<file path="src/busPkg.sv">
// CPU bus view of the system: widths, PIA map and decoded accesses
// Only D010 to D012 are decoded, D013 falls through to memory
package busPkg;

    typedef logic [15:0] busAddr;
    typedef logic [7:0]  busData;

    // PIA register map
    localparam busAddr PIA_KBD_REG = 16'hD010;
    localparam busAddr PIA_KBD_CTL = 16'hD011;
    localparam busAddr PIA_DSP_REG = 16'hD012;
    localparam busAddr PIA_DSP_CTL = 16'hD013;   // Reserved, served by memory

    localparam int KBD_READY_BIT = 7;

    typedef struct packed {
        logic kbdRegRead;     // CPU reads key register
        logic dspRegWrite;    // CPU writes display register
        logic dspAddressed;   // Display register on the bus, either direction
    } pioAccess;

    typedef enum logic {
        ready,
        waitAck
    } displayState;

endpackage

</file>
<file path="src/busDecoder.sv">
// PIA address decode and CPU read bus multiplexer
// Read selects follow the address of the previous cycle, matching the
// one-cycle memory read latency
`timescale 1ns/10ps

module busDecoder
(
    input  logic             clk_dut,
    input  logic             reset,
    input  busPkg::busAddr   cpuAddr,
    input  logic             cpuWrite,
    input  busPkg::busData   keyReg,
    input  busPkg::busData   keyCtrl,
    input  busPkg::busData   displayReg,
    input  busPkg::busData   memReadData,
    output busPkg::pioAccess access,
    output busPkg::busData   cpuDataIn
);

    logic kbdRegSel;
    logic kbdCtlSel;
    logic dspRegSel;

    always_comb
    begin
        access.kbdRegRead   = (cpuAddr == busPkg::PIA_KBD_REG) && !cpuWrite;
        access.dspRegWrite  = (cpuAddr == busPkg::PIA_DSP_REG) && cpuWrite;
        access.dspAddressed = (cpuAddr == busPkg::PIA_DSP_REG);
    end

    always_ff @(posedge clk_dut or posedge reset)
    begin
        if (reset)
        begin
            kbdRegSel <= 1'b0;
            kbdCtlSel <= 1'b0;
            dspRegSel <= 1'b0;
        end
        else
        begin
            kbdRegSel <= (cpuAddr == busPkg::PIA_KBD_REG);
            kbdCtlSel <= (cpuAddr == busPkg::PIA_KBD_CTL);
            dspRegSel <= (cpuAddr == busPkg::PIA_DSP_REG);
        end
    end

    always_comb
    begin
        if (kbdRegSel)
            cpuDataIn = keyReg;
        else if (kbdCtlSel)
            cpuDataIn = keyCtrl;
        else if (dspRegSel)
            cpuDataIn = displayReg;
        else
            cpuDataIn = memReadData;    // Everything else, D013 included
    end

endmodule

</file>
<file path="config.mk">
export PLATFORM = sky130hd
export DESIGN_NAME = busDecoder
export DESIGN_NICKNAME = d
export VERILOG_FILES = /design/src/busPkg.sv /design/src/busDecoder.sv
export SDC_FILE = /design/constraint.sdc
export NUM_CORES = 1
export LEC_CHECK = 0
export ABC_AREA = 0
export CORE_AREA = 2 2 39 41
export CTS_CLUSTER_SIZE = 25
export DETAILED_ROUTE_END_ITERATION = 10
export DIE_AREA = 0 0 41 43
export DONT_BUFFER_PORTS = 1
export GPL_ROUTABILITY_DRIVEN = 0
export SKIP_CTS_REPAIR_TIMING = 1
export SLEW_MARGIN = 20
export SYNTH_ARGS = -nofsm -noshare
export SYNTH_HDL_FRONTEND = slang
export SYNTH_SLANG_ARGS = --single-unit
</file>
<file path="constraint.sdc">
create_clock -name clk_dut -period 1.4 [get_ports clk_dut]
set_input_delay 0.28 -clock clk_dut [delete_from_list [all_inputs] [get_ports clk_dut]]
set_output_delay 0.28 -clock clk_dut [all_outputs]
set_load 0.02 [all_outputs]
</file>
==> run metrics <==
status finished, violations left; failing checks setup timing; share of cells above drive strength 1 46.5%; htree depth 1; CTS tree done; Pleak roughly 0.23 nW; Diodes inserted 0; IO Count 62; Area Growth Syn to Fin 46.9%; Synth Area per Inst between 8 and 9 µm²; FF+latch count, synth 3; grt ovf 0; clk root buf clkbuf_4; final hold violations 0; top-area cell type share of the netlist area 20.3%; Worst EP arrival around 1.4 ns; CTS Buffer Depth 2; routed len/inst approximately 13 µm; warning count from the yosys run 0; DRT iter0 DRCs 5; number of clock sinks 3; PwrDens roughly 470 nW/µm²; setup_tns -2.15 ns; pre-CTS setup slack -0.0500 ns; fraction of registers with async set or reset after synthesis 100%; # rows 14; initial antenna violation count 0; Req. time, crit path around 1.1 ns; Core Box Area 1380 µm²; final clock period utilization by the worst path 120%; worst setup margin -0.278 ns; vias in the first global route 400; TritonCTS Buffers 3; Yosys cell types 17; DRC viols 0; hpwl dp between 900 and 1000 µm; element type at the critical path start register; largest net degree at the start of global routing 17; final setup vio count 8; Synth top cells by count 9 x nand2_1, 8 x mux2_2, 8 x mux2i_1, 8 x o21ai_0; Hold Crit Depth 1; Synth area leaders mux2_2 20%, mux2i_1 18%, dfrtp_1 17%; nets@finish around 120; Max Clk Rate 596 MHz; drt pass-1 iters 3; WL final about 1100 µm; max-cap violations 0; Max Slew Vio Count 0; port bufs 0; die height 43 µm; count leader, synth nand2_1; post-synthesis sequential area ratio 16.9%; Crit. End Element output pin; worst slew pin tran about 0.32 ns; Slew Limit Headroom 78.6%; Crit Path Category register to output pin; clock slew at reported path FFs 0.03 ns; first-pass GRT wire length 1360 µm; crit-path max FO 8; vias per cell 5.36; fillers between 100 and 150; Synth Instances between 50 and 60; Die ar. about 1800 µm²; antenna-violating nets left 0; routed vias 466; ys flop type dfrtp_1; synthesized area ~440 µm²; hold crit path type input pin to register; Synthesized Nets 104; Starting Density 32.0%; min cycle time layout 1.68 ns; Max VDD drop 299 µV; Post-synth EDFFs 0; leading area contributor after synthesis mux2_2; all-layer global routing usage around 11%; RSZ-0062 raised after global routing true; chip width just over 40 µm
[path summary, 6_finish.rpt]
| check | from | endpoint | slack (ns) |
|---|---|---|---|
| max in group asynchronous | reset | dspRegSel | 0.91 |
| min in group asynchronous | reset | kbdRegSel | 0.36 |
| max | dspRegSel | cpuDataIn[5] | -0.28 |
| min | cpuAddr[3] | kbdCtlSel | 0.11 |
[cells in the final DEF (no fill, tap or decap)]
master          n
dfrtp_1         3
nand2b_1        2
buf_12          2
clkbuf_4        3
nand3_2         1
nor4_2          1
nor3_2          1
mux2_2          8
nand2_1         9
and4bb_2        1
clkbuf_1        1
nor3_1          1
mux2i_1         8
o21ai_1         8
dlygate4sd3_1   1
inv_1           1
nand3_1         1
nor2_1          3
nor4b_4         2
buf_4          14
[critical path, cell delays in order, from the launching register on]
cell     delay, ns
dfrtp_1       0.36
buf_12        0.13
mux2_2        0.33
mux2i_1       0.13
o21ai_1       0.07
buf_4         0.15
[cells by family after synthesis]
| logic type | after synthesis | share of synthesized area (%) |
|---|---|---|
| AOI/OAI and AO/OA | 8 | 9.04 |
| muxes | 16 | 38.4 |
| DFF | 3 | 16.9 |
| buffers and inverters | 4 | 4.52 |
| and+or+nand+nor | 22 | 31.1 |
[power by group]
part           internal [W]  switching [W]  total (W)
combinational     0.0000410      0.0000329  0.0000739
sequential        0.0000873  0.00000000127  0.0000873
clock              0.000107      0.0000406   0.000147
total              0.000235      0.0000735   0.000308
[flip-flops by register name (all words and copies together), names as in the netlist]
register   cells
dspRegSel      1
kbdCtlSel      1
kbdRegSel      1
[cell type report]
cell class / instances / area (µm²) / share of cell area [%]
clock buffers: 4 / 26.3 / 4.04
inverters: 1 / 3.75 / 0.577
multi-input cells: 46 / 370 / 56.9
flip-flops and latches: 3 / 75.1 / 11.5
well taps: 16 / 20.0 / 3.08
repair buffers: 17 / 155 / 23.8
[layer usage]
metal  routed length [µm]  track usage (%)  vias to the layer above
met1                  311             9.09                      193
li1                     -                -                      226
met2                  604             22.2                       47
met5                    0                0                        -
met3                  193             1.57                        0
met4                    0             6.00                        0
[through the flow]
step	hold WS [ns]	utilization [%]	total power (W)	cells	cell area, µm²
after global routing	0.104	47.0	0.000327	87	651
after global placement	0.0401	42.6	0.000157	81	589
after detailed placement	0.0463	42.6	0.000158	81	589
after floorplan	0.0336	-	0.000138	53	448
after CTS	-0.201	44.5	0.000313	85	616
final	0.112	47.0	0.000308	87	651
Power figures use the tool's default switching activity.
