## src/busPkg.sv

```systemverilog
// CPU bus view of the system: widths, PIA map and decoded accesses
// Only D010 to D012 are decoded, D013 falls through to memory
package busPkg;

    typedef logic [15:0] busAddr;
    typedef logic [7:0]  busData;

    // PIA register map
    localparam busAddr PIA_KBD_REG = 16'hD010;
    localparam busAddr PIA_KBD_CTL = 16'hD011;
    localparam busAddr PIA_DSP_REG = 16'hD012;
    localparam busAddr PIA_DSP_CTL = 16'hD013;   // Reserved, served by memory

    localparam int KBD_READY_BIT = 7;

    typedef struct packed {
        logic kbdRegRead;     // CPU reads key register
        logic dspRegWrite;    // CPU writes display register
        logic dspAddressed;   // Display register on the bus, either direction
    } pioAccess;

    typedef enum logic {
        ready,
        waitAck
    } displayState;

endpackage

```

## src/displayPort.sv

```systemverilog
// Display PIA register with host acknowledge
// Writes are taken only in ready; the register clears once ack drops
// while the CPU is off the display address
`timescale 1ns/10ps

module displayPort
(
    input  logic           clk_dut,
    input  logic           reset,
    input  logic           dspRegWrite,
    input  logic           dspAddressed,
    input  logic           displayAck,
    input  busPkg::busData cpuDataOut,
    output busPkg::busData displayReg
);

    busPkg::displayState state;

    always_ff @(posedge clk_dut or posedge reset)
    begin
        if (reset)
        begin
            state      <= busPkg::ready;
            displayReg <= '0;
        end
        else
        begin
            case (state)
                busPkg::ready:
                begin
                    if (dspRegWrite)
                    begin
                        displayReg <= cpuDataOut;
                    end
                    else if (displayAck)
                    begin
                        state <= busPkg::waitAck;   // Host has taken the character
                    end
                end
                busPkg::waitAck:
                begin
                    if (!dspAddressed && !displayAck)
                    begin
                        displayReg <= '0;
                        state      <= busPkg::ready;
                    end
                end
                default:
                begin
                    state <= busPkg::ready;
                end
            endcase
        end
    end

endmodule

```

## config.mk

```make
export PLATFORM = sky130hd
export DESIGN_NAME = displayPort
export DESIGN_NICKNAME = d
export VERILOG_FILES = /design/src/busPkg.sv /design/src/displayPort.sv
export SDC_FILE = /design/constraint.sdc
export NUM_CORES = 1
export LEC_CHECK = 0
export BUFFER_PORTS_ARGS = -buffer_cell sky130_fd_sc_hd__buf_2
export CORE_AREA = 4 4 41 43
export DETAILED_ROUTE_END_ITERATION = 8
export DIE_AREA = 0 0 45 47
export HOLD_SLACK_MARGIN = 0.08
export MAX_ROUTING_LAYER = met4
export PLACE_DENSITY = 0.69
export RECOVER_POWER = 100
export SETUP_SLACK_MARGIN = 0.4
export SLEW_MARGIN = 20
export SYNTH_ARGS = -nofsm -noshare
export SYNTH_HDL_FRONTEND = slang
export SYNTH_SLANG_ARGS = --single-unit
```

## constraint.sdc

```tcl
create_clock -name clk_dut -period 1.4 [get_ports clk_dut]
set_clock_uncertainty 0.15 [all_clocks]
set_input_delay 0.21 -clock clk_dut [delete_from_list [all_inputs] [get_ports clk_dut]]
set_output_delay 0.21 -clock clk_dut [all_outputs]
set_load 0.01 [all_outputs]
```

==> results of run 1 <==
## cell usage after synthesis
master | n | area share (%)
buf_6 | 2 | 4.9
o22ai_1 | 4 | 5.5
nor2_1 | 1 | 0.82
nand3b_1 | 4 | 6.6
nor2b_4 | 1 | 3.0
nor3b_4 | 1 | 4.1
nand2_1 | 4 | 3.3
dfrtp_1 | 9 | 49
mux2i_1 | 4 | 8.8
inv_1 | 6 | 4.9
o21ai_0 | 2 | 2.2
o31ai_1 | 4 | 6.6
## what timing repair did
item	in CTS	in global routing
endpoints found under the hold margin	13	3
endpoints found under the setup margin	16	16
hold buffers	2	1
gates resized for setup	5	3
cloned	1	0
setup buffers	4	1
## power by group
| part | internal (mW) | switching, mW | total (mW) | leakage (nW) |
|---|---|---|---|---|
| logic | 0.116 | 0.112 | 0.229 | 0.192 |
| clock network | 0.110 | 0.0898 | 0.200 | 0.0150 |
| registers | 0.305 | 0.0284 | 0.333 | 0.113 |
## path summary, 6_finish.rpt
check                              start             to  slack, ps
max in group asynchronous          reset  displayReg[6]        520
max                        displayReg[2]  displayReg[2]        250
min reg2reg                displayReg[3]  displayReg[3]        380
min                        cpuDataOut[3]  displayReg[3]         60
min in group asynchronous          reset  displayReg[2]        320
max reg2reg                        state  displayReg[4]        260
## state kept, by name, indices dropped and copies added (netlist names)
signal      count
state           1
displayReg      8
## layer usage
metal	track usage, %	vias to the layer above
li1	-	211
met1	11.2	191
met2	18.4	17
met3	6.90	2
met4	5.26	0
met5	-	-
## worst register-to-register path, delay by kind of cell (launching register included)
family / cells / cell delay, ps
compound gates: 1 / 70
buf+inv: 1 / 230
flops: 1 / 410
simple gates: 1 / 160
## stage by stage
| step | power [mW] | utilization (%) | hold slack [ps] | instance area, um2 | worst slack (ps) |
|---|---|---|---|---|---|
| 2_1_floorplan | 0.452 | - | -112 | 457 | 377 |
| 3_3_place_gp | 0.521 | 43.1 | 31.8 | 561 | 346 |
| 3_5_place_dp | 0.524 | 43.1 | 43.5 | 561 | 326 |
| 4_1_cts | 0.778 | 50.9 | 44.5 | 662 | 230 |
| 5_1_grt | 0.812 | 50.7 | 66.5 | 659 | 166 |
| 6_report | 0.761 | 50.7 | 58.4 | 659 | 245 |
## placed cells by master, fill, tap and decap left out, drive strengths merged
cell and n:
mux2i 4, o21ai 2, nor2b 1, o31ai 4
nand2 4, nor2 1, nand3b 4, inv 6
o22ai 4, nor3b 1, dlygate4sd3 3, buf 17
dfrtp 9, clkbuf 14
## cell families after synthesis
kind of cell / count (synthesis)
and+or+nand+nor: 11
buffers and inverters: 8
AOI/OAI and AO/OA: 10
muxes: 4
DFF: 9
## cell type report
class	count	share of cell area [%]
Multi-Input combinational cell	25	30.0
Sequential cell	9	34.2
Inverter	6	3.42
Timing Repair Buffer	30	25.6
Clock buffer	4	3.98
Tap cell	15	2.85
==> key figures, run 1 <==
Synthesis
  – Post-synthesis compound-gate area fraction: 14.2%
  – Register area share after synthesis: 49.3%
  – Post-synthesis cell area: 457 um2
  – Mapped Cells: 42
  – #FFs+latches synth: 9
  – Post-Synth Simple-Gate Area: 17.8%
  – Adder-cell area share of the yosys netlist: 0%
  – Post-synthesis mux area share: 8.77%
  – Ys Warns: 0
  – Main combinational cell family by area after synthesis: simple AND/OR/NAND/NOR gates
  – Avg Inst Size Synth: 10.9 um2
  – Syn Nets: 55
  – Synth cell types: 12
  – Synth Area in XOR/XNOR: 0%

STA
  – Count of final hold-check violations: 0
  – Slew Limit Headroom: 76.1%
  – Fmax: 866 MHz
  – RSZ-0062 raised after global routing: true
  – Final worst-path cycle share: 82.5%
  – Pins Over Slew Limit: 0
  – Tightest Pin Transition: 359 ps
  – Final setup TNS: 0 ps
  – Crit path time final: 1150 ps
  – Final setup fails: 0

Final layout
  – Register area: 225 um2
  – Multi-input logic area: 198 um2
  – Fill count: 137
  – Layout Nets: 88
  – N_diodes: 0
  – Area grow syn2layout: 44.4%
  – Layout cells sized above 1: 32.4%
  – Non-Filler Instances: 89

Flow run
  – # Max-Cap Violations: 0

Critical path
  – WP depth: 1
  – Reg2Reg Depth: 3
  – Slowest-stage cell, CP: dfrtp_1
  – CP Buf/Inv Count: 1
  – Nature of the critical path endpoint: primary output
  – Type of the worst setup path: reg2out
  – CP max FO: 3
  – Arrival @ worst endpoint: 790 ps
  – Worst Setup Start Kind: register
  – Slowest Stage Delay on Critical Path: 370 ps
  – Critical Path RT: 1040 ps
  – Top Family by Delay on Critical Path: flip-flops
  – CP Cell Sequence: clkbuf_1

Detailed routing
  – WL met3: 86 um
  – Via density: 4.73
  – Metal2 WL: 565 um
  – Vias: 421
  – Routed wire per std cell: 12.6 um
  – Top Metal Used: met4
  – Initial DRC count: 5
  – Iteration count of the initial detailed-routing pass: 4
  – Detail Route Antenna Nets: 0
  – M1 wire length: 460 um
  – DRT Wirelength: 1.12 mm
  – DRC viols: 0

Power and ir drop
  – Pwr per Cell Area: 1150 nW/um2
  – Static leakage: 0.320 nW
  – Peak VDD IR: 0.640 mV

Outcome
  – Status: completed

Floorplan
  – Die Wd: 45 um
  – Top Ports: 21
  – Die footprint: 2120 um2
  – Die height: 47 um
  – Rows: 13
  – Core area: 1300 um2
  – Initial Util: 35.1%

Placed design
  – HPWL Detailed: 739 um
  – Placer congestion estimate: 0.677
  – Total placed cells including tap cells: 76
  – Port bufs: 20

GRT
  – Initial antenna violation count: 0
  – Largest net degree at the start of global routing: 11
  – Total grt overflow: 0
  – Global-route wire length before repair: 1.59 mm
  – Overall global routing resource usage: 11.5%
  – Vias in the first global route: 380

CTS
  – Clock-pin slew on the worst setup and hold paths: 60 ps
  – Clock sink count: 9
  – CTS H-tree lvls: 1
  – Num CTS Buffers: 3
  – Clock buffer depth: 2
  – Clock latency on the worst-skew pair: 260 ps
  – Root buffer cell: clkbuf_4
  – CTS tree: done

Worst hold path
  – Hold depth: 3
  – Hold Crit Class: in2reg
(Power assumes the default switching activity.)
==> run 2, diff against run 1 <==
--- a/config.mk
+++ b/config.mk
@@ -11,7 +11,7 @@
 export DIE_AREA = 0 0 45 47
 export HOLD_SLACK_MARGIN = 0.08
 export MAX_ROUTING_LAYER = met4
-export PLACE_DENSITY = 0.69
+export PLACE_DENSITY = 0.71
 export RECOVER_POWER = 100
 export SETUP_SLACK_MARGIN = 0.4
 export SLEW_MARGIN = 20
==> constraint.sdc (replaced) <==
create_clock -name clk_dut -period 1 [get_ports clk_dut]
set_clock_uncertainty 0.15 [all_clocks]
set_input_delay 0.15 -clock clk_dut [delete_from_list [all_inputs] [get_ports clk_dut]]
set_output_delay 0.15 -clock clk_dut [all_outputs]
set_load 0.01 [all_outputs]
==> run 2 against run 1 <==
  * Final cell count fell by 4.5%
  * Sequential power is 41% higher
  * Largest cell class unchanged
  * Sequential cell count did not move
  * Power grew 42%
  * Critical path type unchanged
  * Clock-buffer cell count stayed put
  * Clock power rose by 41%
  * Die area did not move
  * The flow now finishes with violations (negative hold slack, negative setup slack)
  * Register-to-register slack got worse by 360 ps
  * First-iteration DRC count rose by 140%
  * Via count decreased by 6.9%
  * Utilization is 0.096 points lower
  * Worst setup slack worse by 350 ps
==> key figures, run 2 (synthesis results as in run 1) <==
Power and ir drop
  – P_int: 0.754 mW (+42%)
  – Static leakage: 0.342 nW (+6.9%)
  – Peak VDD IR: 0.931 mV (+45%)
  – Switch share: 30.4% (+0.19 points)
  – Combinational group share of total power: 30.4% (+0.4 points)
  – Pwr per Cell Area: 1650 nW/um2 (+43%)
  – Flop pwr share: 43.4% (-0.3 points)
  – Net Sw Power: 0.330 mW (+43%)
  – Clock share of power: 26.1% (about the same)

Placed design
  – HPWL Detailed: 752 um (+1.8%)
  – Placed cell area: 583 um2 (+4.0%)
  – Port bufs: 20 (unchanged)
  – Total placed cells including tap cells: 79 (+3.9%)
  – Placer congestion estimate: 0.700 (+3.5%)
  – Dpl ws: -95.3 ps (-421 ps)

Critical path
  – Worst Setup Start Kind: register
  – Crit path launch: displayReg[2]
  – Crit Reg-Reg Startpoint: state
  – CP max FO: 3 (unchanged)
  – CP Buf/Inv Count: 1 (unchanged)
  – Type of the worst setup path: reg2out
  – Top Family by Delay on Critical Path: flip-flops
  – R2R Setup Slk: -100 ps (-360 ps)
  – CP Cell Sequence: buf_2
  – Arrival @ worst endpoint: 810 ps (+20 ps)
  – Reg2Reg Depth: 2 (-1)
  – Worst R2R End: displayReg[4]
  – Nature of the critical path endpoint: primary output
  – Critical Path RT: 700 ps (-340 ps)
  – Slowest-stage cell, CP: dfrtp_1
  – Slowest Stage Delay on Critical Path: 410 ps (+40 ps)

STA
  – WHS: -309 ps (-367 ps)
  – Fmax: 904 MHz
  – Crit path time final: 1110 ps
  – Count of final hold-check violations: 13 (+13)
  – Final setup fails: 15 (+15)
  – Slew Limit Headroom: 73.2% (-2.9 points)
  – PnR worst setup slack: -106 ps (-351 ps)
  – Tightest Pin Transition: 401 ps (+42.0 ps)
  – RSZ-0062 raised after global routing: true
  – Pins Over Slew Limit: 0 (unchanged)
  – Final worst-path cycle share: 111%

Final layout
  – Register area: 226 um2 (+0.56%)
  – Area grow syn2layout: 44.1%
  – Most common cell after layout, fill and taps aside: buf_2
  – Most flop-heavy register: displayReg
  – Largest regs: displayReg (8), state (1)
  – Multi-input logic area: 215 um2 (+8.9%)
  – Layout Utilization: 50.6% (-0.096 points)
  – Layout cells sized above 1: 54.3% (+22 points)
  – Non-Filler Instances: 85 (-4.5%)
  – Design area: 658 um2 (-0.19%)
  – Most frequent cells in the layout: buf_2 (20), dfrtp_1 (8), inv_1 (6), buf_4 (5)
  – Layout Nets: 84 (-4.5%)
  – N_diodes: 0 (unchanged)
  – Fill count: 128 (-6.6%)
  – Flip-flop count of the largest register after layout: 8 (unchanged)

Detailed routing
  – DRC viols: 0 (unchanged)
  – Iteration count of the initial detailed-routing pass: 4 (unchanged)
  – Vias: 392 (-6.9%)
  – DRT Wirelength: 1.02 mm (-8.6%)
  – Initial DRC count: 12 (+7)
  – Detail Route Antenna Nets: 0 (unchanged)
  – Routed wire per std cell: 12.0 um (-4.3%)
  – Via density: 4.61 (-2.5%)

GRT
  – GR Util met3: 2.30% (-4.6 points)
  – GR Util met1: 13.4% (+2.2 points)
  – Met2 Use GR: 15.5% (-2.8 points)
  – Largest net degree at the start of global routing: 10 (-1)
  – Vias in the first global route: 350 (-7.9%)
  – Overall global routing resource usage: 9.99% (-1.5 points)
  – GR peak layer: met2
  – Initial antenna violation count: 0 (unchanged)
  – Global-route wire length before repair: 1.51 mm (-4.8%)
  – Total grt overflow: 0 (unchanged)

Outcome
  – Failing checks: negative hold slack, negative setup slack
  – Status: complete, but fails checks

CTS
  – Root buffer cell: clkbuf_4
  – Clock latency on the worst-skew pair: 250 ps (about the same)
  – Clock buffer depth: 2 (unchanged)
  – Clock-pin slew on the worst setup and hold paths: 70 ps (about the same)
  – CTS tree: done
  – Num CTS Buffers: 3 (unchanged)
  – Clock sink count: 9 (unchanged)
  – CTS H-tree lvls: 1 (unchanged)

Floorplan
  – Die height: 47 um (unchanged)
  – Rows: 13 (unchanged)
  – Core area: 1300 um2 (unchanged)
  – Initial Util: 35.1% (unchanged)
  – Die Wd: 45 um (unchanged)
  – Die footprint: 2120 um2 (unchanged)
  – Top Ports: 21 (unchanged)

Worst hold path
  – Hold Crit Class: in2async

Flow run
  – # Max-Cap Violations: 0 (unchanged)
run 2: area by class of cell:
class / instances / share of cell area (%)
clock buffer: 4 / 3.99
inverter: 6 / 3.42
multi-input combinational: 25 / 32.7
sequential: 9 / 34.4
tap: 15 / 2.85
timing repair buffer: 26 / 22.6
run 2: per-layer routing:
| metal | share of wire, % | vias to the layer above |
|---|---|---|
| met5 | 0 | - |
| met4 | 0.39 | 0 |
| met3 | 7.3 | 2 |
| met2 | 46 | 14 |
| met1 | 46 | 175 |
| li1 | - | 201 |
run 2: metrics by stage:
stage | setup TNS, ps | power (mW)
after global placement | -232 | 0.746
after global routing | -1530 | 1.14
final | -982 | 1.08
after detailed placement | -347 | 0.750
after CTS | -892 | 1.06
after floorplan | -93.1 | 0.632
run 2: what timing repair did:
action | 4_1_cts | 5_1_grt
gates resized for setup | 2 | 6
endpoints found under the setup margin | 17 | 17
hold endpoints to repair | 17 | 14
gates cloned | 0 | 0
buffers inserted | 2 | 0
run 2: worst max-delay path by stage:
stage          depth (start not counted)            end  slack [ps]
2_1_floorplan                          2  displayReg[3]         -20
3_3_place_gp                           2  displayReg[4]         -70
3_5_place_dp                           2  displayReg[4]        -100
4_1_cts                                1  displayReg[2]        -100
5_1_grt                                2  displayReg[4]        -150
6_report                               1  displayReg[2]        -110
run 2: power groups by stage:
stage	combinational (mW)	sequential (mW)	clock, mW
floorplan	0.130	0.503	0
global placement	0.273	0.473	0
detailed placement	0.275	0.475	0
CTS	0.303	0.467	0.287
global route	0.361	0.477	0.298
finish	0.330	0.471	0.283
