[config.mk]
export PLATFORM = sky130hd
export DESIGN_NAME = hostTransactor
export DESIGN_NICKNAME = d
export VERILOG_FILES = /design/src/emuPkg.sv /design/src/hostTransactor.sv
export SDC_FILE = /design/constraint.sdc
export NUM_CORES = 1
export LEC_CHECK = 0
export ABC_AREA = 1
export BUFFER_PORTS_ARGS = -buffer_cell sky130_fd_sc_hd__buf_2
export CAP_MARGIN = 20
export CORE_ASPECT_RATIO = 1.5
export CORE_MARGIN = 2
export CORE_UTILIZATION = 50
export CTS_BUF_LIST = sky130_fd_sc_hd__clkbuf_2
export DETAILED_ROUTE_END_ITERATION = 12
export PLACE_DENSITY = 0.79
export SYNTH_ARGS = -nofsm -noshare
export SYNTH_HDL_FRONTEND = slang
export SYNTH_SLANG_ARGS = --single-unit
[constraint.sdc]
create_clock -name clk_dut -period 4.04 [get_ports clk_dut]
set_clock_uncertainty 0.1 [all_clocks]
set_input_delay 0.404 -clock clk_dut [delete_from_list [all_inputs] [get_ports clk_dut]]
set_output_delay 0.404 -clock clk_dut [all_outputs]
set_load 0.05 [all_outputs]
[src/emuPkg.sv]
// Host side of the co-emulation link: slot numbering and frame layouts
// Stimulus slots 6 and 7 do not exist, result slots 4 to 7 read as zero
package emuPkg;

    typedef logic [7:0]  hostByte;
    typedef logic [2:0]  slotIndex;
    typedef logic [15:0] hostMemAddr;   // Two slots, high byte first

    localparam int NUM_STIM_SLOTS   = 6;
    localparam int NUM_RESULT_SLOTS = 4;

    // Stimulus slots
    localparam slotIndex SLOT_CTRL      = 3'd0;
    localparam slotIndex SLOT_KEY       = 3'd1;
    localparam slotIndex SLOT_MEMCTRL   = 3'd2;
    localparam slotIndex SLOT_MEMADDRHI = 3'd3;
    localparam slotIndex SLOT_MEMADDRLO = 3'd4;
    localparam slotIndex SLOT_MEMDATA   = 3'd5;

    // Result slots
    localparam int RES_DISPLAY = 0;
    localparam int RES_KEYREG  = 1;
    localparam int RES_KEYCTRL = 2;
    localparam int RES_MEMDATA = 3;

    localparam int CTRL_KBD_STROBE  = 4;
    localparam int CTRL_DISPLAY_ACK = 5;
    localparam int MEMCTRL_ENABLE   = 0;
    localparam int MEMCTRL_WRITE    = 1;

    typedef struct packed {
        logic       kbdStrobe;
        logic       displayAck;
        hostByte    keyCode;
        logic       memHostEnable;
        logic       memHostWrite;
        hostMemAddr memHostAddr;
        hostByte    memHostData;
    } stimFrame;

    typedef struct packed {
        hostByte displayReg;
        hostByte keyReg;
        hostByte keyCtrl;
        hostByte memReadData;
    } captureFrame;

endpackage

[src/hostTransactor.sv]
// Host slot transactor, load has priority over get
// Idle cycles write one stimulus slot and read one result slot at hostAddr,
// so the host must resend the slot value whenever it reads
`timescale 1ns/10ps

module hostTransactor
(
    input  logic                 clk_dut,
    input  logic                 reset,
    input  emuPkg::hostByte      hostDataIn,
    input  emuPkg::slotIndex     hostAddr,
    input  logic                 load,
    input  logic                 get,
    input  emuPkg::captureFrame  results,
    output emuPkg::hostByte      hostDataOut,
    output emuPkg::stimFrame     stim
);

    emuPkg::hostByte stimSlots [emuPkg::NUM_STIM_SLOTS];
    emuPkg::hostByte resultSlots [emuPkg::NUM_RESULT_SLOTS];

    always_ff @(posedge clk_dut or posedge reset)
    begin
        if (reset)
        begin
            for (int i = 0; i < emuPkg::NUM_STIM_SLOTS; i++)
            begin
                stimSlots[i] <= '0;
            end
            for (int i = 0; i < emuPkg::NUM_RESULT_SLOTS; i++)
            begin
                resultSlots[i] <= '0;
            end
            hostDataOut <= '0;
            stim        <= '0;
        end
        else if (load)
        begin
            stim.kbdStrobe     <= stimSlots[emuPkg::SLOT_CTRL][emuPkg::CTRL_KBD_STROBE];
            stim.displayAck    <= stimSlots[emuPkg::SLOT_CTRL][emuPkg::CTRL_DISPLAY_ACK];
            stim.keyCode       <= stimSlots[emuPkg::SLOT_KEY];
            stim.memHostEnable <= stimSlots[emuPkg::SLOT_MEMCTRL][emuPkg::MEMCTRL_ENABLE];
            stim.memHostWrite  <= stimSlots[emuPkg::SLOT_MEMCTRL][emuPkg::MEMCTRL_WRITE];
            stim.memHostAddr   <= {stimSlots[emuPkg::SLOT_MEMADDRHI],
                                   stimSlots[emuPkg::SLOT_MEMADDRLO]};
            stim.memHostData   <= stimSlots[emuPkg::SLOT_MEMDATA];
        end
        else if (get)
        begin
            resultSlots[emuPkg::RES_DISPLAY] <= results.displayReg;
            resultSlots[emuPkg::RES_KEYREG]  <= results.keyReg;
            resultSlots[emuPkg::RES_KEYCTRL] <= results.keyCtrl;
            resultSlots[emuPkg::RES_MEMDATA] <= results.memReadData;
        end
        else
        begin
            if (hostAddr <= emuPkg::SLOT_MEMDATA)   // Slots 6 and 7 dropped
            begin
                stimSlots[hostAddr] <= hostDataIn;
            end
            if (hostAddr < emuPkg::NUM_RESULT_SLOTS)
            begin
                hostDataOut <= resultSlots[hostAddr[1:0]];
            end
            else
            begin
                hostDataOut <= '0;
            end
        end
    end

endmodule

==> impl_results.rst, run 1 <==
.. list-table::
   :header-rows: 1

   * - Metric
     - Value
   * - Run status
     - completed
   * - Switching power as a share of total power
     - a little over a third
   * - Largest net degree at the start of global routing
     - 51
   * - Post-route clock period utilization
     - between 40 and 50%
   * - Die extent in y
     - 122 µm
   * - Overall overflow remaining after global route
     - 0
   * - Post-synth top area cell
     - sky130_fd_sc_hd__dfrtp_1
   * - Hold WS
     - 0.0160 ns
   * - Final net count
     - 643
   * - Routed via count
     - 3552
   * - Post-Syn Area
     - 4660 µm²
   * - Most used cells in the layout excluding fill and tap cells
     - sky130_fd_sc_hd__nand2_1 (176), sky130_fd_sc_hd__dfrtp_1 (112), sky130_fd_sc_hd__buf_2 (90)
   * - Synthesized flop and latch total
     - around 110
   * - Worst-skew pair later-pin latency
     - 0.61 ns
   * - WP buf/inv
     - 1
   * - Layout Area Growth over Synthesis
     - 19.9%
   * - Peak per-stage delay on the critical path
     - approximately 0.44 ns
   * - Synth unique cells
     - 22
   * - Unrepaired setup endpoints after global routing
     - false
   * - DRT iter0 DRCs
     - 218
   * - Max Transition Viols Final
     - 0
   * - Clock power frac
     - 20.9%
   * - Flop pwr share
     - 51.8%
   * - Net switching power
     - 0.000994 W
   * - Quantity of gates resized following cts
     - 0
   * - Layout cells sized above 1
     - 24.8%
   * - Pwr Density
     - between 400 and 500 nW/µm²
   * - Synth top area cells
     - sky130_fd_sc_hd__dfrtp_1 (60%), sky130_fd_sc_hd__nand2_1 (14%), sky130_fd_sc_hd__mux2_4 (5.2%)
   * - Crit-path cells
     - buf_2
   * - Cell Count Post-Placement
     - 664
   * - Global-route wire length before repair
     - 17.5 mm
   * - Clk root buf
     - sky130_fd_sc_hd__clkbuf_2
   * - Post-route DRC
     - 0
   * - Crit path time final
     - 1.82 ns
   * - CP required
     - between 3 and 4 ns
   * - HPWL after DPL
     - 6.79 mm
   * - Final core utilization
     - 61.1%
   * - Max-slew headroom
     - 53.0%
   * - Worst setup EP type
     - output pin
   * - Final routed wire length divided by cell count
     - 14.6 µm
   * - Count of antenna-violating nets left after detailed routing
     - 0
   * - Number of hold violations in the final report
     - 0
   * - Max IR drop VDD
     - 0.000266 V
   * - Synth top area share
     - 60.2%
   * - Starting Density
     - 50.9%
   * - Transition time at the pin with the least slew margin
     - slightly above 0.7 ns
   * - CTS tree
     - built
   * - Synthesized area divided by synthesized cell count
     - 9.67 µm²
   * - Number of inserted diodes
     - 0
   * - Placeable core region
     - 9150 µm²
   * - Finished Cell Area
     - 5590 µm²
   * - Longest Clk Path Bufs
     - 2
   * - Maximum net fanout on the critical path
     - 2
   * - Part of the Yosys area used for sequential elements
     - 60.2%
   * - Cts bufs inserted
     - 9
   * - Clock Sink Count
     - around 110
   * - Ports
     - 91
   * - Number of vias per cell after detailed routing
     - between 4 and 5
   * - Maximum operating frequency
     - 550 MHz
   * - Max-cap check violation count
     - 0
   * - Type of the setup path with the least slack
     - register to output pin
   * - Number of warnings reported in the yosys synthesis log
     - 0
   * - Tot GR Track Use
     - 21.9%
   * - Width of the chip
     - 82.8 µm
   * - Critical-path top delay cell
     - sky130_fd_sc_hd__dfrtp_1
   * - Setup total negative slack
     - 0 ns
   * - Static leakage
     - 2.99 nW
   * - Gate family responsible for the most delay along the worst path
     - flip-flops
   * - Most common cell after layout, fill and taps aside
     - sky130_fd_sc_hd__nand2_1
   * - Instance area at placement
     - approximately 5000 µm²
   * - Syn Inst Count
     - approximately 480
   * - Placer Congestion
     - 0.806
   * - R2R setup slack
     - around 2.9 ns
   * - Detailed-routing iteration count for the pre-antenna-repair pass
     - 4
   * - Internal cell power
     - 0.00174 W
   * - Non-filler instance count after layout
     - about 710
   * - Htree depth
     - 3
   * - Worst hold-check path type
     - input port to register
   * - Comb pwr share
     - between 20% and 30%
   * - Antenna violations before repair
     - 0
   * - Vias in the first global route
     - between 3000 and 4000
   * - CP arrival
     - approximately 1.3 ns
   * - Kind of launch point of the worst setup path
     - register
   * - Clock slew at the register clock pins of the worst setup and hold paths
     - 0.28 ns
   * - Number of placement rows
     - 43
   * - WL final
     - 10.4 mm
   * - Final setup violation count
     - 0
   * - Syn Nets
     - 529
   * - Die area
     - 10100 µm²
   * - Quantity of I/O buffers inserted on ports
     - 90
==> repair_timing <==
item,4_1_cts,5_1_grt
hold buffers,33,0
setup endpoints to repair,0,0
hold endpoints to repair,54,0
setup buffers,0,0
==> worst min-delay path: stages <==
cell	delay, ns
sky130_fd_sc_hd__buf_2	0.08
sky130_fd_sc_hd__inv_1	0.09
sky130_fd_sc_hd__o21ai_2	0.14
==> layout make-up <==
class | count | area [µm²]
inverter | 29 | 114
fill | 775 | 3560
multi-input combinational | 319 | 1590
sequential | 112 | 2800
clock inverter | 7 | 95.1
tap | 112 | 140
clock buffer | 9 | 45.0
timing repair buffer | 125 | 796
==> final timing paths <==
check                                      end  depth (start not counted)      startpoint
worst max register to register  hostDataOut[7]                          6  resultSlots[7]
worst min-delay path             stimSlots[23]                          3   hostDataIn[7]
worst min register to register        stim[20]                          2        stim[20]
max in group asynchronous         stimSlots[7]                          4           reset
worst max-delay path                   stim[9]                          1         stim[9]
min in group asynchronous             stim[22]                          3           reset
==> through the flow <==
step                      setup WS [ns]  power (W)
after global routing               2.07    0.00288
after global placement             1.64    0.00213
after floorplan                   0.577    0.00198
final                              2.22    0.00274
after CTS                          2.20    0.00274
after detailed placement           1.59    0.00216
==> cell usage after synthesis <==
library cell and number:
sky130_fd_sc_hd__o21ai_1 28, sky130_fd_sc_hd__nor2_1 40, sky130_fd_sc_hd__nor2_4 3, sky130_fd_sc_hd__inv_1 25
sky130_fd_sc_hd__o21ai_2 8, sky130_fd_sc_hd__nand3_4 2, sky130_fd_sc_hd__buf_2 8, sky130_fd_sc_hd__buf_8 1
sky130_fd_sc_hd__mux2_4 16, sky130_fd_sc_hd__nor2_2 1, sky130_fd_sc_hd__nand3_1 26, sky130_fd_sc_hd__buf_6 5
sky130_fd_sc_hd__nand3_2 2, sky130_fd_sc_hd__inv_4 1, sky130_fd_sc_hd__nand2_1 176, sky130_fd_sc_hd__buf_4 3
sky130_fd_sc_hd__inv_2 3, sky130_fd_sc_hd__clkbuf_1 5, sky130_fd_sc_hd__a21oi_1 12, sky130_fd_sc_hd__a21oi_2 4
sky130_fd_sc_hd__nand2_4 1, sky130_fd_sc_hd__dfrtp_1 112
==> flip-flops by register name (all words and copies together) (netlist names) <==
signal       count
stimSlots       36
hostDataOut      8
resultSlots     32
stim            36
==> kinds of logic (layout without fill, tap and decap cells) <==
group                  count (synthesis)  after routing  share of synthesized area [%]
multiplexers                          16             16                           5.16
buffers and inverters                 51            170                           5.67
flip-flops                           112            112                           60.2
AO/OA/AOI/OAI                         52             52                           6.55
AND/OR/NAND/NOR                      251            251                           22.5
==> power by group through the flow <==
stage | registers [W] | logic (W) | clock network, W
floorplan | 0.00171 | 0.000274 | 0
global placement | 0.00143 | 0.000707 | 0
detailed placement | 0.00144 | 0.000726 | 0
CTS | 0.00142 | 0.000752 | 0.000577
global route | 0.00144 | 0.000812 | 0.000625
finish | 0.00142 | 0.000747 | 0.000573
==> metal layers <==
metal	GRT usage, %	vias up	part of all wire, %
met5	0	-	0
met2	39.6	101	54
met3	2.96	18	4.1
li1	-	1743	-
met1	26.4	1690	39
met4	8.81	0	2.4
Power figures use the tool's default switching activity.
==> run 2, diff against run 1 <==
- clock period: 4.04 -> 1.8 ns (I/O delays scaled with it)
==> run 2 against run 1 <==
Non-clock buffer count grew 33. Final cell count grew 4.6%. First-iteration DRC count grew 4.1%.
==> impl_results.rst, run 2 (same netlist as run 1, synthesis figures left out) <==
.. list-table::
   :header-rows: 1

   * - Metric
     - Value
   * - Most common cell after layout, fill and taps aside
     - sky130_fd_sc_hd__nand2_1
   * - Critical-path top delay cell
     - sky130_fd_sc_hd__dlygate4sd3_1
   * - Largest net degree at the start of global routing
     - 113 (+120%)
   * - Worst setup EP type
     - register
   * - Kind of launch point of the worst setup path
     - input port
   * - Antenna violations before repair
     - 0 (unchanged)
   * - Routed via count
     - 3708 (+4.4%)
   * - Type of the setup path with the least slack
     - input port to register
   * - Detailed-routing iteration count for the pre-antenna-repair pass
     - 4 (unchanged)
   * - Overall overflow remaining after global route
     - 0 (unchanged)
   * - Cts bufs inserted
     - 9 (unchanged)
   * - Crit path time final
     - 1.75 ns
   * - Finished Cell Area
     - 5850 µm² (+4.7%)
   * - Maximum net fanout on the critical path
     - 12 (+10)
   * - Minimum setup slack in the final design
     - 0.0466 ns (-2.18 ns)
   * - Crit-path cells
     - dlygate4sd3_1 -> buf_2 -> nor2_4 -> nand3_4 -> dlygate4sd3_1 -> o21ai_2
   * - Setup total negative slack
     - 0 ns (unchanged)
   * - Instance area at placement
     - 5160 µm² (+0.86%)
   * - R2R setup slack
     - 0.47 ns (-2.44 ns)
   * - Fill cell total of the finished layout
     - 757 (-2.3%)
   * - Unrepaired setup endpoints after global routing
     - false
   * - Number of hold violations in the final report
     - 0 (unchanged)
   * - Starting Density
     - 50.9% (unchanged)
   * - Cell Count Post-Placement
     - 668 (+0.60%)
   * - Clock slew at the register clock pins of the worst setup and hold paths
     - 0.28 ns (about the same)
   * - Die area
     - 10100 µm² (unchanged)
   * - Die extent in y
     - 122 µm (unchanged)
   * - Peak per-stage delay on the critical path
     - 0.68 ns (+0.24 ns)
   * - WL final
     - 10.9 mm (+4.6%)
   * - Worst hold-check path type
     - input port to asynchronous set/reset pin
   * - Max IR drop VDD
     - 0.000570 V (+110%)
   * - Htree depth
     - 3 (unchanged)
   * - Tot GR Track Use
     - 22.1% (+0.25 points)
   * - CP arrival
     - 2.20 ns (+0.89 ns)
   * - Final core utilization
     - 64.0% (+2.9 points)
   * - DRT iter0 DRCs
     - 227 (+4.1%)
   * - Most Frequent Cell on Critical Path
     - sky130_fd_sc_hd__dlygate4sd3_1
   * - Number of placement rows
     - 43 (unchanged)
   * - Global-route wire length before repair
     - 17.7 mm (+1.6%)
   * - Max-cap check violation count
     - 0 (unchanged)
   * - Layout cells sized above 1
     - 25.2% (+0.44 points)
   * - Static leakage
     - 3.11 nW (+4.1%)
   * - Post-route DRC
     - 0 (unchanged)
   * - Quantity of I/O buffers inserted on ports
     - 90 (unchanged)
   * - Maximum operating frequency
     - 570 MHz
   * - Clock Sink Count
     - 112 (unchanged)
   * - Final routed wire length divided by cell count
     - 14.6 µm (about the same)
   * - Clk root buf
     - sky130_fd_sc_hd__clkbuf_2
   * - Final setup violation count
     - 0 (unchanged)
   * - Layout Area Growth over Synthesis
     - 25.5%
   * - Non-filler instance count after layout
     - 746 (+4.6%)
   * - Worst-skew pair later-pin latency
     - 0.58 ns (-0.03 ns)
   * - Longest Clk Path Bufs
     - 2 (unchanged)
   * - CTS tree
     - built
   * - CP required
     - 2.24 ns (-1.30 ns)
   * - Post-route clock period utilization
     - 97.4%
   * - Max Transition Viols Final
     - 0 (unchanged)
   * - Pwr Density
     - 1010 nW/µm² (+110%)
   * - Number of inserted diodes
     - 0 (unchanged)
   * - Count of antenna-violating nets left after detailed routing
     - 0 (unchanged)
   * - Transition time at the pin with the least slew margin
     - 0.586 ns (-0.119 ns)
   * - Number of vias per cell after detailed routing
     - 4.97 (-0.23%)
   * - Top flop regs
     - stimSlots (36), stim (36), resultSlots (32)
   * - Placeable core region
     - 9150 µm² (unchanged)
   * - Width of the chip
     - 82.8 µm (unchanged)
   * - Run status
     - completed
   * - Vias in the first global route
     - 3773 (+3.9%)
   * - Post-place setup slack
     - 0.348 ns (-1.24 ns)
   * - Max-slew headroom
     - 60.9% (+8.0 points)
   * - Most used cells in the layout excluding fill and tap cells
     - sky130_fd_sc_hd__nand2_1 (176), sky130_fd_sc_hd__dfrtp_1 (112), sky130_fd_sc_hd__buf_2 (90)
   * - Placer Congestion
     - 0.848 (+5.2%)
   * - Ports
     - 91 (unchanged)
   * - Final net count
     - 676 (+5.1%)
   * - HPWL after DPL
     - 6.95 mm (+2.4%)
## run 2: changes by cell type in the layout (fill, tap and decap cells not counted), sizes merged
cell | before | now
dlygate4sd3 | 33 | 53
buf | 92 | 105
bufinv | 2 | 0
clkbuf | 9 | 10
clkinv | 2 | 3
clkinvlp | 2 | 3
inv | 30 | 29
## run 2: path summary, 6_finish.rpt
path                               start               to  cells after the start
max                                 load    stimSlots[22]                      6
min                                reset         stim[20]                      4
max reg2reg                stimSlots[25]    stimSlots[25]                      3
min reg2reg                stimSlots[13]         stim[13]                      2
max in group asynchronous          reset  resultSlots[14]                      4
min in group clk_dut         results[18]  resultSlots[18]                      3
## run 2: final cells by class
type	count	area, µm²	share of cell area [%]
Clock buffer	10	50.0	0.856
Inverter	29	115	1.97
Clock inverter	6	35.0	0.599
Timing Repair Buffer	158	1110	18.9
Multi-Input combinational cell	319	1600	27.4
Sequential cell	112	2800	47.9
Tap cell	112	140	2.40
## run 2: power by group
part	leakage (nW)	internal (W)	switching, W
registers	1.38	0.00295	0.000236
logic	1.69	0.000571	0.00119
clock network	0.0511	0.000178	0.000792
## run 2: metrics by stage
stage / power (W) / hold WS, ns
after floorplan: 0.00444 / 0.229
after global placement: 0.00481 / 0.289
after detailed placement: 0.00488 / 0.300
after CTS: 0.00594 / 0.150
after global routing: 0.00625 / 0.169
final: 0.00592 / 0.184
## run 2: repair_timing
action,4_1_cts,5_1_grt
endpoints found under the setup margin,0,6
resized for setup,0,1
hold buffers,53,0
hold endpoints to repair,202,0
buffers inserted,0,9
## run 2: critical path: cells and delay by family
| family | cells | cell delay, ns |
|---|---|---|
| and+or+nand+nor | 2 | 0.51 |
| AOI/OAI and AO/OA | 1 | 0.12 |
| buffers and inverters | 3 | 1.39 |
## run 2: metal layers
metal  track usage, %  up-vias  share of wire [%]
met5                0        -                  0
met2             40.3      117                 54
li1                 -     1811                  -
met3             3.70       23                4.3
met1             25.3     1757                 39
met4             10.3        0                3.1
