==> config.mk <==
export PLATFORM = sky130hd
export DESIGN_NAME = keyboardPort
export DESIGN_NICKNAME = d
export VERILOG_FILES = /design/src/busPkg.sv /design/src/keyboardPort.sv
export SDC_FILE = /design/constraint.sdc
export NUM_CORES = 1
export LEC_CHECK = 0
export BUFFER_PORTS_ARGS = -buffer_cell sky130_fd_sc_hd__buf_2
export CORE_AREA = 5 5 42 44
export CTS_BUF_LIST = sky130_fd_sc_hd__clkbuf_4 sky130_fd_sc_hd__clkbuf_8
export DETAILED_ROUTE_END_ITERATION = 10
export DIE_AREA = 0 0 47 49
export GPL_ROUTABILITY_DRIVEN = 0
export PLACE_DENSITY = 0.71
export SLEW_MARGIN = 10
export SYNTH_ARGS = -nofsm -noshare
export SYNTH_HDL_FRONTEND = slang
export SYNTH_SLANG_ARGS = --single-unit
export TNS_END_PERCENT = 1
==> constraint.sdc <==
create_clock -name clk_dut -period 1 [get_ports clk_dut]
set_input_delay 0.1 -clock clk_dut [delete_from_list [all_inputs] [get_ports clk_dut]]
set_output_delay 0.1 -clock clk_dut [all_outputs]
set_load 0.02 [all_outputs]
==> src/busPkg.sv <==
// CPU bus view of the system: widths, PIA map and decoded accesses
// Only D010 to D012 are decoded, D013 falls through to memory
package busPkg;

    typedef logic [15:0] busAddr;
    typedef logic [7:0]  busData;

    // PIA register map
    localparam busAddr PIA_KBD_REG = 16'hD010;
    localparam busAddr PIA_KBD_CTL = 16'hD011;
    localparam busAddr PIA_DSP_REG = 16'hD012;
    localparam busAddr PIA_DSP_CTL = 16'hD013;   // Reserved, served by memory

    localparam int KBD_READY_BIT = 7;

    typedef struct packed {
        logic kbdRegRead;     // CPU reads key register
        logic dspRegWrite;    // CPU writes display register
        logic dspAddressed;   // Display register on the bus, either direction
    } pioAccess;

    typedef enum logic {
        ready,
        waitAck
    } displayState;

endpackage

==> src/keyboardPort.sv <==
// Keyboard PIA port with single-shot strobe
// Key and ready bit land on the third edge after the strobe rises
// A strobe held high sets the ready bit once only
`timescale 1ns/10ps

module keyboardPort
(
    input  logic           clk_dut,
    input  logic           reset,
    input  logic           kbdStrobe,
    input  busPkg::busData keyCode,
    input  logic           kbdRegRead,
    output busPkg::busData keyReg,
    output busPkg::busData keyCtrl
);

    logic strobeSync0;
    logic strobeSync1;
    logic setReady;
    logic keyReady;

    // Rising edge of the strobe, one cycle wide
    always_ff @(posedge clk_dut or posedge reset)
    begin
        if (reset)
        begin
            strobeSync0 <= 1'b0;
            strobeSync1 <= 1'b0;
            setReady    <= 1'b0;
        end
        else
        begin
            strobeSync0 <= kbdStrobe;
            strobeSync1 <= strobeSync0;
            setReady    <= strobeSync0 && !strobeSync1;
        end
    end

    always_ff @(posedge clk_dut or posedge reset)
    begin
        if (reset)
        begin
            keyReg   <= '0;
            keyReady <= 1'b0;
        end
        else if (setReady)      // New key wins over a pending clear
        begin
            keyReg   <= keyCode;
            keyReady <= 1'b1;
        end
        else if (kbdRegRead)
        begin
            keyReady <= 1'b0;
        end
    end

    always_comb
    begin
        keyCtrl = '0;
        keyCtrl[busPkg::KBD_READY_BIT] = keyReady;
    end

endmodule

==> impl_metrics.csv, run 1 <==
group,metric,value,unit
hold_path,hp-class,"in2reg",
routing,wl_per_cell,11.82,um
pwr,ir_worst_vdd,0.7799,mV
setup_path,r2r-end,"keyReg[7]$_DFFE_PP0P_",
clocking,cts_sinks,12,
global_routing,grt_pass1_wl,1297,um
global_routing,grt_use_total,0.08494,
finish,final_common_cell,"buf_2",
finish,fill_cells,137,
setup_path,crit_family,"flip-flops",
finish,final_area,646.9,um^2
sta,setup_tns,0,ps
yosys,syn_area,518.0,um^2
finish,mostFrequentLayoutCells,"buf_2 (20), dfrtp_1 (11), mux2_4 (8), conb_1 (7), clkbuf_4 (3)",
pwr,power.internal,0.0008888,W
setup_path,crit_buf_inv,0,
yosys,ys_seq_area_frac,0.5797,
sta,fin_crit_sh,0.9675,
run_status,outcome,"complete, no violations",
finish,syn_to_final_growth,24.88,%
pwr,powerDensity,1879,mW/mm^2
yosys,syn_area_per_cell,15.24,um^2
global_routing,gr-total-overflow,0,
setup_path,max_stage_delay,530,ps
placed_design,hpwl,656.8,um
sta,clock_skew,2.959,ps
floorplan,fp.dieArea,0.002303,mm^2
sta,rsz0062_at_grt,"no",
setup_path,crit_path_start_kind,"register",
floorplan,initial_utilization,0.3696,
setup_path,worstSetupPathType,"reg2reg",
yosys,ys_seq_elements,12,
clocking,clk_latency,270,ps
placed_design,dp.cells,67,
setup_path,arrival,1120,ps
routing,dr_total_vias,297,
finish,drive_above_1_share,0.5965,
routing,drt_iter0_drc,0,
global_routing,antenna_found_initial,0,
sta,timing.final.max_slew_violations,0,
finish,nets,70,
floorplan,die_h,49,um
setup_path,cp-endpoint,"keyReg[7]$_DFFE_PP0P_",
pwr,p_clk_frac,0.308,
setup_path,critPathCaptureType,"register",
yosys,synth_cell_type_count,8,
floorplan,core_area,0.001401,mm^2
clocking,clk_pin_slew_worst_paths,70,ps
yosys,ys_warn_count,0,
sta,fin_hold_ws,56.40,ps
sta,setup_viol,0,
clocking,cts_tree,"done",
placed_design,placed_area,589.3,um^2
routing,drc,0,
placed_design,io_buffer_count,20,
setup_path,rr_worst_depth,1,
routing,drt-total-wl,863,um
pwr,p_leak,0.3512,nW
flow_run,drv_cap,0,
pwr,combPwrFrac,0.215,
setup_path,crit_cells,1,
setup_path,crit_start,"setReady$_DFF_PP0_",
finish,stdcell_count,73,
setup_path,reg2reg_setup_slack,30,ps
pwr,p_switching,0.0003268,W
routing,drt-pass1-iter-count,1,
floorplan,fp-row-count,14,
sta,final_hold_viol_count,0,
finish,antenna_cells,0,
setup_path,path_max_fanout,9,
routing,ant_nets,0,
sta,min_period,967.5,ps
floorplan,ios,28,
clocking,cts_made_buffers,3,
clocking,clockRootBuffer,"clkbuf_4",
floorplan,die_x,47,um
setup_path,slowest_stage,"dfrtp_2",
global_routing,grt_pass1_vias,311,
setup_path,rr_startpoint,"setReady$_DFF_PP0_",
pwr,swShare,0.2689,
clocking,clk_path_buf_depth,2,
finish,final_core_util,0.4616,
setup_path,path_cells,"mux2_4",
clocking,cts-htree-levels,1,
clocking,cts_setup_buffers,0,
setup_path,required,1150,ps
yosys,synth_cells,34,
global_routing,grt_max_degree,13,
routing,routed_via_density,4.068,
sta,fmaxAchievable,1.034,GHz
pwr,seq_power_share,0.477,
-- per-stage QoR --
step                      setup slack (ps)  total power (W)
after global placement              -68.94        0.0008431
final                                32.47         0.001216
after floorplan                      98.44        0.0007907
after global routing                 9.977         0.001295
after detailed placement            -104.4        0.0008466
after CTS                            23.73         0.001243
-- flip-flops by register name, indices dropped and copies added (netlist names) --
signal / count
strobeSync1: 1
setReady: 1
keyReady: 1
strobeSync0: 1
keyReg: 8
-- cell families after synthesis --
logic type | synth area share
flip-flops | 0.5797
multiplexers | 0.2319
other | 0.007239
AND/OR/NAND/NOR | 0.01209
buffers and inverters | 0.1522
AO/OA/AOI/OAI | 0.01691
-- how the worst min path moves through the flow --
| stage | start | endpoint | slack, ps | cells past startpoint |
|---|---|---|---|---|
| 5_1_grt | keyCode[3] | keyReg[3]$_DFFE_PP0P_ | 30 | 2 |
| 6_report | keyCode[1] | keyReg[1]$_DFFE_PP0P_ | 60 | 2 |
| 4_1_cts | keyCode[6] | keyReg[6]$_DFFE_PP0P_ | 40 | 2 |
| 3_5_place_dp | reset | keyReg[0]$_DFFE_PP0P_ | 130 | 2 |
| 2_1_floorplan | reset | keyReady$_DFFE_PP0P_ | -40 | 1 |
| 3_3_place_gp | reset | keyReg[2]$_DFFE_PP0P_ | 110 | 2 |
-- cells in the mapped netlist --
cell type | number | area (um^2)
buf_6 | 1 | 11.26
dfrtp_1 | 12 | 300.3
buf_4 | 8 | 60.06
nor2b_1 | 1 | 6.260
conb_1 | 1 | 3.750
mux2_4 | 8 | 120.1
inv_1 | 2 | 7.510
a21o_2 | 1 | 8.760
-- layout make-up --
cell class | count | area [um^2] | share of cell area
Multi-Input combinational cell | 17 | 161.4 | 0.2495
Inverter | 2 | 7.507 | 0.01161
Timing Repair Buffer | 22 | 120.1 | 0.1857
Tap cell | 16 | 20.02 | 0.03095
Clock buffer | 4 | 36.28 | 0.05609
Sequential cell | 12 | 301.5 | 0.4662
-- metal layers --
layer | GRT usage | routed length, um | up-vias
met5 | 0 | 0 | -
li1 | - | - | 138
met3 | 0.04428 | 125 | 0
met1 | 0.09862 | 361 | 137
met4 | 0.06912 | 0 | 0
met2 | 0.1109 | 376 | 22
-- power groups by stage --
stage	Combinational [W]	Clock, W	Sequential (W)
3_5_place_dp	0.000259	0	0.000587
3_3_place_gp	0.000255	0	0.000589
2_1_floorplan	0.000152	0	0.000639
4_1_cts	0.000263	0.000397	0.000582
6_report	0.000261	0.000375	0.000580
5_1_grt	0.000277	0.000430	0.000589
-- repair_timing --
item | 4_1_cts | 5_1_grt
endpoints found under the hold margin | 13 | 0
endpoints found under the setup margin | 8 | 0
hold buffers | 2 | 0
gates resized for setup | 1 | 0
(Power assumes the default switching activity.)
==> run 2, diff against run 1 <==
--- a/config.mk
+++ b/config.mk
@@ -6,12 +6,12 @@
 export NUM_CORES = 1
 export LEC_CHECK = 0
 export BUFFER_PORTS_ARGS = -buffer_cell sky130_fd_sc_hd__buf_2
-export CORE_AREA = 5 5 42 44
+export CORE_AREA = 2 2 39 41
 export CTS_BUF_LIST = sky130_fd_sc_hd__clkbuf_4 sky130_fd_sc_hd__clkbuf_8
 export DETAILED_ROUTE_END_ITERATION = 10
-export DIE_AREA = 0 0 47 49
+export DIE_AREA = 0 0 41 43
 export GPL_ROUTABILITY_DRIVEN = 0
-export PLACE_DENSITY = 0.71
+export PLACE_DENSITY = 0.74
 export SLEW_MARGIN = 10
 export SYNTH_ARGS = -nofsm -noshare
 export SYNTH_HDL_FRONTEND = slang
==> constraint.sdc (replaced) <==
create_clock -name clk_dut -period 0.8 [get_ports clk_dut]
set_input_delay 0.08 -clock clk_dut [delete_from_list [all_inputs] [get_ports clk_dut]]
set_output_delay 0.08 -clock clk_dut [all_outputs]
set_load 0.01 [all_outputs]
==> run 2 against run 1 <==
Compared with the run above: the run now ends with setup timing left; count of clock-buffer cells in the layout shrank 1; worst hold slack worse by 9.9 ps; via count grew 2.4%; final cell count up 1.4%; maximum frequency increased by 1.7%; combinational power rose by 8.4%; sequential power up 23%; clock skew shrank 2.3 ps; power grew 10%; highest routed layer unchanged.
==> impl_metrics.csv, run 2 (synthesis results as in run 1) <==
group,metric,value,unit
setup_path,r2r-end,"keyReg[6]$_DFFE_PP0P_",
clocking,cts_made_buffers,3,
floorplan,ios,28,
global_routing,grt_max_degree,13,
sta,min_period,951.4,ps
sta,timing.final.ws_setup,-151.4,ps
routing,wl_per_cell,10.69,um
setup_path,rr_worst_depth,2,
global_routing,antenna_found_initial,0,
finish,final_common_cell,"buf_2",
clocking,clockRootBuffer,"clkbuf_4",
flow_run,drv_cap,0,
routing,ant_nets,0,
setup_path,crit_start,"setReady$_DFF_PP0_",
pwr,powerDensity,2052,mW/mm^2
floorplan,die_h,43,um
sta,fin_crit_sh,1.189,
clocking,clk_latency,260,ps
pwr,ir_worst_vdd,0.7742,mV
hold_path,hp-class,"in2reg",
setup_path,rr_startpoint,"setReady$_DFF_PP0_",
sta,final_hold_viol_count,0,
sta,fmaxAchievable,1.051,GHz
setup_path,required,950,ps
sta,timing.final.max_slew_violations,0,
floorplan,fp.dieArea,0.001763,mm^2
run_status,outcome,"complete, but fails checks",
placed_design,place_ws,-148.1,ps
clocking,clk_pin_slew_worst_paths,60,ps
pwr,power,0.001343,W
floorplan,die_x,41,um
sta,rsz0062_at_grt,"yes",
run_status,violations,"setup timing",
sta,clock_skew,0.7075,ps
global_routing,grt_use_total,0.1002,
setup_path,arrival,1100,ps
placed_design,io_buffer_count,20,
setup_path,reg2reg_setup_slack,-150,ps
global_routing,grt_pass1_vias,262,
finish,antenna_cells,0,
global_routing,grt_pass1_wl,1076,um
finish,drive_above_1_share,0.5862,
floorplan,fp-row-count,14,
setup_path,crit_path_start_kind,"register",
floorplan,core_area,0.001384,mm^2
pwr,p_leak,0.3576,nW
routing,drt-pass1-iter-count,2,
finish,largest_reg_flops,8,
routing,drt-total-wl,791,um
finish,mostFrequentLayoutCells,"buf_2 (20), dfrtp_1 (12), mux2_4 (8), conb_1 (7), clkbuf_4 (3)",
routing,routed_via_density,4.108,
sta,fin_hold_ws,46.51,ps
finish,fill_cells,136,
setup_path,worstSetupPathType,"reg2reg",
setup_path,critPathCaptureType,"register",
finish,syn_to_final_growth,26.33,%
clocking,cts-htree-levels,1,
global_routing,gr-total-overflow,0,
clocking,cts_tree,"done",
finish,top_register,"keyReg",
routing,dr_total_vias,304,
routing,drt_iter0_drc,2,
floorplan,initial_utilization,0.3743,
routing,drc,0,
clocking,clk_path_buf_depth,2,
clocking,cts_sinks,12,
sta,setup_tns,-1721,ps
clocking,cts_setup_buffers,0,
finish,nets,72,
setup_path,cp-endpoint,"keyReg[6]$_DFFE_PP0P_",
setup_path,path_max_fanout,5,
sta,setup_viol,18,
## run 2: cell types whose count changed in the layout (fill, tap and decap cells not counted)
cell      change
dfrtp_1       +1
dfrtp_2       -1
buf_6         +2
clkbuf_8      -1
## run 2: per-stage QoR
stage | cell area [um^2] | util | cells
finish | 654.4 | 0.4729 | 74
global route | 654.4 | 0.4729 | 74
CTS | 654.4 | 0.4729 | 74
detailed placement | 604.3 | 0.4367 | 69
global placement | 604.3 | 0.4367 | 69
floorplan | 540.5 | - | 40
## run 2: repair_timing
| item | 4_1_cts | 5_1_grt |
|---|---|---|
| resized for setup | 2 | 0 |
| endpoints found under the hold margin | 13 | 0 |
| hold buffers | 2 | 0 |
| endpoints found under the setup margin | 18 | 18 |
## run 2: layout make-up
cell class,instances,area [um^2],area share
clock buffer,3,22.52,0.03442
inverter,2,7.507,0.01147
multi-input combinational,17,161.4,0.2467
sequential,12,300.3,0.4589
tap,16,20.02,0.03059
timing repair buffer,24,142.6,0.2180
## run 2: where the power goes
part | switching [W] | total (W) | internal [W]
registers | 0.0000372 | 0.000716 | 0.000678
clock network | 0.000170 | 0.000344 | 0.000174
logic | 0.000118 | 0.000283 | 0.000165
## run 2: worst min path at each step
stage | start | end | slack (ps) | depth (start not counted)
CTS | keyCode[4] | keyReg[4]$_DFFE_PP0P_ | 40 | 2
finish | keyCode[4] | keyReg[4]$_DFFE_PP0P_ | 50 | 2
detailed placement | reset | keyReg[2]$_DFFE_PP0P_ | 100 | 2
global placement | reset | keyReg[3]$_DFFE_PP0P_ | 90 | 2
global route | keyCode[5] | keyReg[5]$_DFFE_PP0P_ | 30 | 2
floorplan | reset | keyReady$_DFFE_PP0P_ | -60 | 1
## run 2: critical path, stage by stage, from the launching register on
cell	delay, ps
dfrtp_1	400
buf_6	150
mux2_4	290
## run 2: layer usage
metal  track usage  vias to the layer above  wire (um)
met5             0                        -          0
met4       0.06000                        0          0
met3       0.07853                        0         83
met2        0.1156                       17        340
met1        0.1263                      144        367
li1              -                      143          -
==> run 3, diff against run 2 <==
--- a/config.mk
+++ b/config.mk
@@ -11,7 +11,7 @@
 export DETAILED_ROUTE_END_ITERATION = 10
 export DIE_AREA = 0 0 41 43
 export GPL_ROUTABILITY_DRIVEN = 0
-export PLACE_DENSITY = 0.74
+export PLACE_DENSITY_LB_ADDON = 0.08
 export SLEW_MARGIN = 10
 export SYNTH_ARGS = -nofsm -noshare
 export SYNTH_HDL_FRONTEND = slang
==> run 3 against run 2 <==
Compared with the run above: the run still ends with setup timing left; sequential cell count is the same; combinational power grew 7.4%; final cell count is the same; register-to-register slack is essentially flat; power grew 2.8%; worst hold slack lost 3.0 ps; design area grew 2.5%; critical endpoint is now keyReg[2]$_DFFE_PP0P_; highest routed layer unchanged.
==> impl_metrics.csv, run 3 (synthesis results as in run 1) <==
group,metric,value,unit
sta,timing.final.ws_setup,-144.9,ps
run_status,violations,"setup timing",
finish,final_common_cell,"buf_2",
routing,drt_iter0_drc,0,
clocking,cts_sinks,12,
hold_path,hp-class,"in2reg",
finish,largest_reg_flops,8,
clocking,clk_latency,260,ps
global_routing,grt_pass1_wl,1297,um
setup_path,arrival,1090,ps
floorplan,fp.dieArea,0.001763,mm^2
finish,antenna_cells,0,
hold_path,holdPathStages,2,
placed_design,io_buffer_count,20,
finish,top_register,"keyReg",
routing,dr_total_vias,306,
sta,setup_viol,18,
routing,wl_per_cell,11.99,um
routing,drc,0,
pwr,p_leak,0.3565,nW
run_status,outcome,"complete, but fails checks",
setup_path,crit_buf_inv,1,
setup_path,critPathCaptureType,"register",
setup_path,required,950,ps
finish,nets,72,
global_routing,grt_use_total,0.1143,
setup_path,rr_worst_depth,2,
setup_path,path_cells,"buf_6 -> mux2_4",
flow_run,drv_cap,0,
setup_path,worstSetupPathType,"reg2reg",
sta,setup_tns,-1732,ps
finish,mostFrequentLayoutCells,"buf_2 (18), dfrtp_1 (12), mux2_4 (8), conb_1 (7), buf_6 (4)",
sta,timing.final.max_slew_violations,0,
sta,clock_skew,1.979,ps
sta,fmaxAchievable,1.058,GHz
setup_path,crit_path_start_kind,"register",
finish,drive_above_1_share,0.6034,
setup_path,crit_family,"flip-flops",
setup_path,path_max_fanout,4,
global_routing,grt_max_degree,13,
global_routing,gr-total-overflow,0,
global_routing,grt_pass1_vias,312,
clocking,cts_made_buffers,3,
routing,drt-total-wl,887,um
sta,fin_crit_sh,1.181,
clocking,clk_pin_slew_worst_paths,70,ps
pwr,powerDensity,2059,mW/mm^2
sta,final_hold_viol_count,0,
routing,drt-pass1-iter-count,1,
clocking,cts-htree-levels,1,
global_routing,antenna_found_initial,0,
floorplan,ios,28,
routing,routed_via_density,4.135,
pwr,ir_worst_vdd,0.7632,mV
clocking,clk_path_buf_depth,2,
clocking,cts_tree,"done",
setup_path,crit_cells,2,
floorplan,die_h,43,um
floorplan,die_x,41,um
floorplan,fp-row-count,14,
placed_design,hpwl,642.2,um
floorplan,initial_utilization,0.3743,
routing,ant_nets,0,
floorplan,core_area,0.001384,mm^2
sta,min_period,944.9,ps
sta,rsz0062_at_grt,"yes",
placed_design,place_ws,-145.5,ps
clocking,clockRootBuffer,"clkbuf_4",
setup_path,max_stage_delay,400,ps
setup_path,slowest_stage,"dfrtp_1",
finish,syn_to_final_growth,29.47,%
clocking,cts_setup_buffers,0,
-- run 3: report_power, final --
group          switching (W)  internal, W  total, W
clock network       0.000184     0.000174  0.000358
registers          0.0000411     0.000678  0.000719
logic               0.000121     0.000183  0.000304
-- run 3: final cells by class --
| cell class | count | area [um^2] |
|---|---|---|
| sequential | 12 | 300.3 |
| timing repair buffer | 24 | 155.1 |
| clock buffer | 3 | 22.52 |
| multi-input combinational | 17 | 161.4 |
| tap | 16 | 20.02 |
| inverter | 2 | 11.26 |
| fill | 128 | 713.2 |
-- run 3: worst paths after layout --
| check | from | to | slack, ps |
|---|---|---|---|
| setup / recovery | setReady$_DFF_PP0_ | keyReg[2]$_DFFE_PP0P_ | -140 |
| hold / removal | keyCode[4] | keyReg[4]$_DFFE_PP0P_ | 40 |
| setup reg to reg | setReady$_DFF_PP0_ | keyReg[2]$_DFFE_PP0P_ | -140 |
| hold reg to reg | strobeSync0$_DFF_PP0_ | strobeSync1$_DFF_PP0_ | 370 |
| max in group asynchronous | reset | keyReg[4]$_DFFE_PP0P_ | 300 |
| min in group asynchronous | reset | keyReg[7]$_DFFE_PP0P_ | 310 |
-- run 3: worst reg2reg max path, stage by stage, from the launching register on --
cell and delay (ps):
dfrtp_1 400, buf_6 140, mux2_4 290
-- run 3: repair_timing --
item                                    in CTS  in global routing
resized for setup                            2                  3
cloned                                       0                  0
endpoints found under the hold margin       13                  0
endpoints found under the setup margin      18                 24
hold buffers                                 2                  0
-- run 3: per-layer routing --
| layer | track usage | routed length, um | up-vias | part of all wire |
|---|---|---|---|---|
| met3 | 0.05236 | 81 | 0 | 0.091 |
| li1 | - | - | 142 | - |
| met1 | 0.1322 | 329 | 148 | 0.37 |
| met5 | 0 | 0 | - | 0 |
| met2 | 0.1688 | 475 | 16 | 0.54 |
| met4 | 0.06000 | 0 | 0 | 0 |
-- run 3: through the flow --
step                      std cells  hold WS (ps)  utilization  cell area (um^2)  power (W)
after floorplan                  40        -55.30            -             540.5  0.0009236
final                            74         43.47       0.4846             670.6   0.001381
after global routing             74         26.94       0.4846             670.6   0.001470
after detailed placement         69         115.0       0.4367             604.3   0.001002
after global placement           69         88.75       0.4367             604.3  0.0009955
after CTS                        74         32.52       0.4729             654.4   0.001379
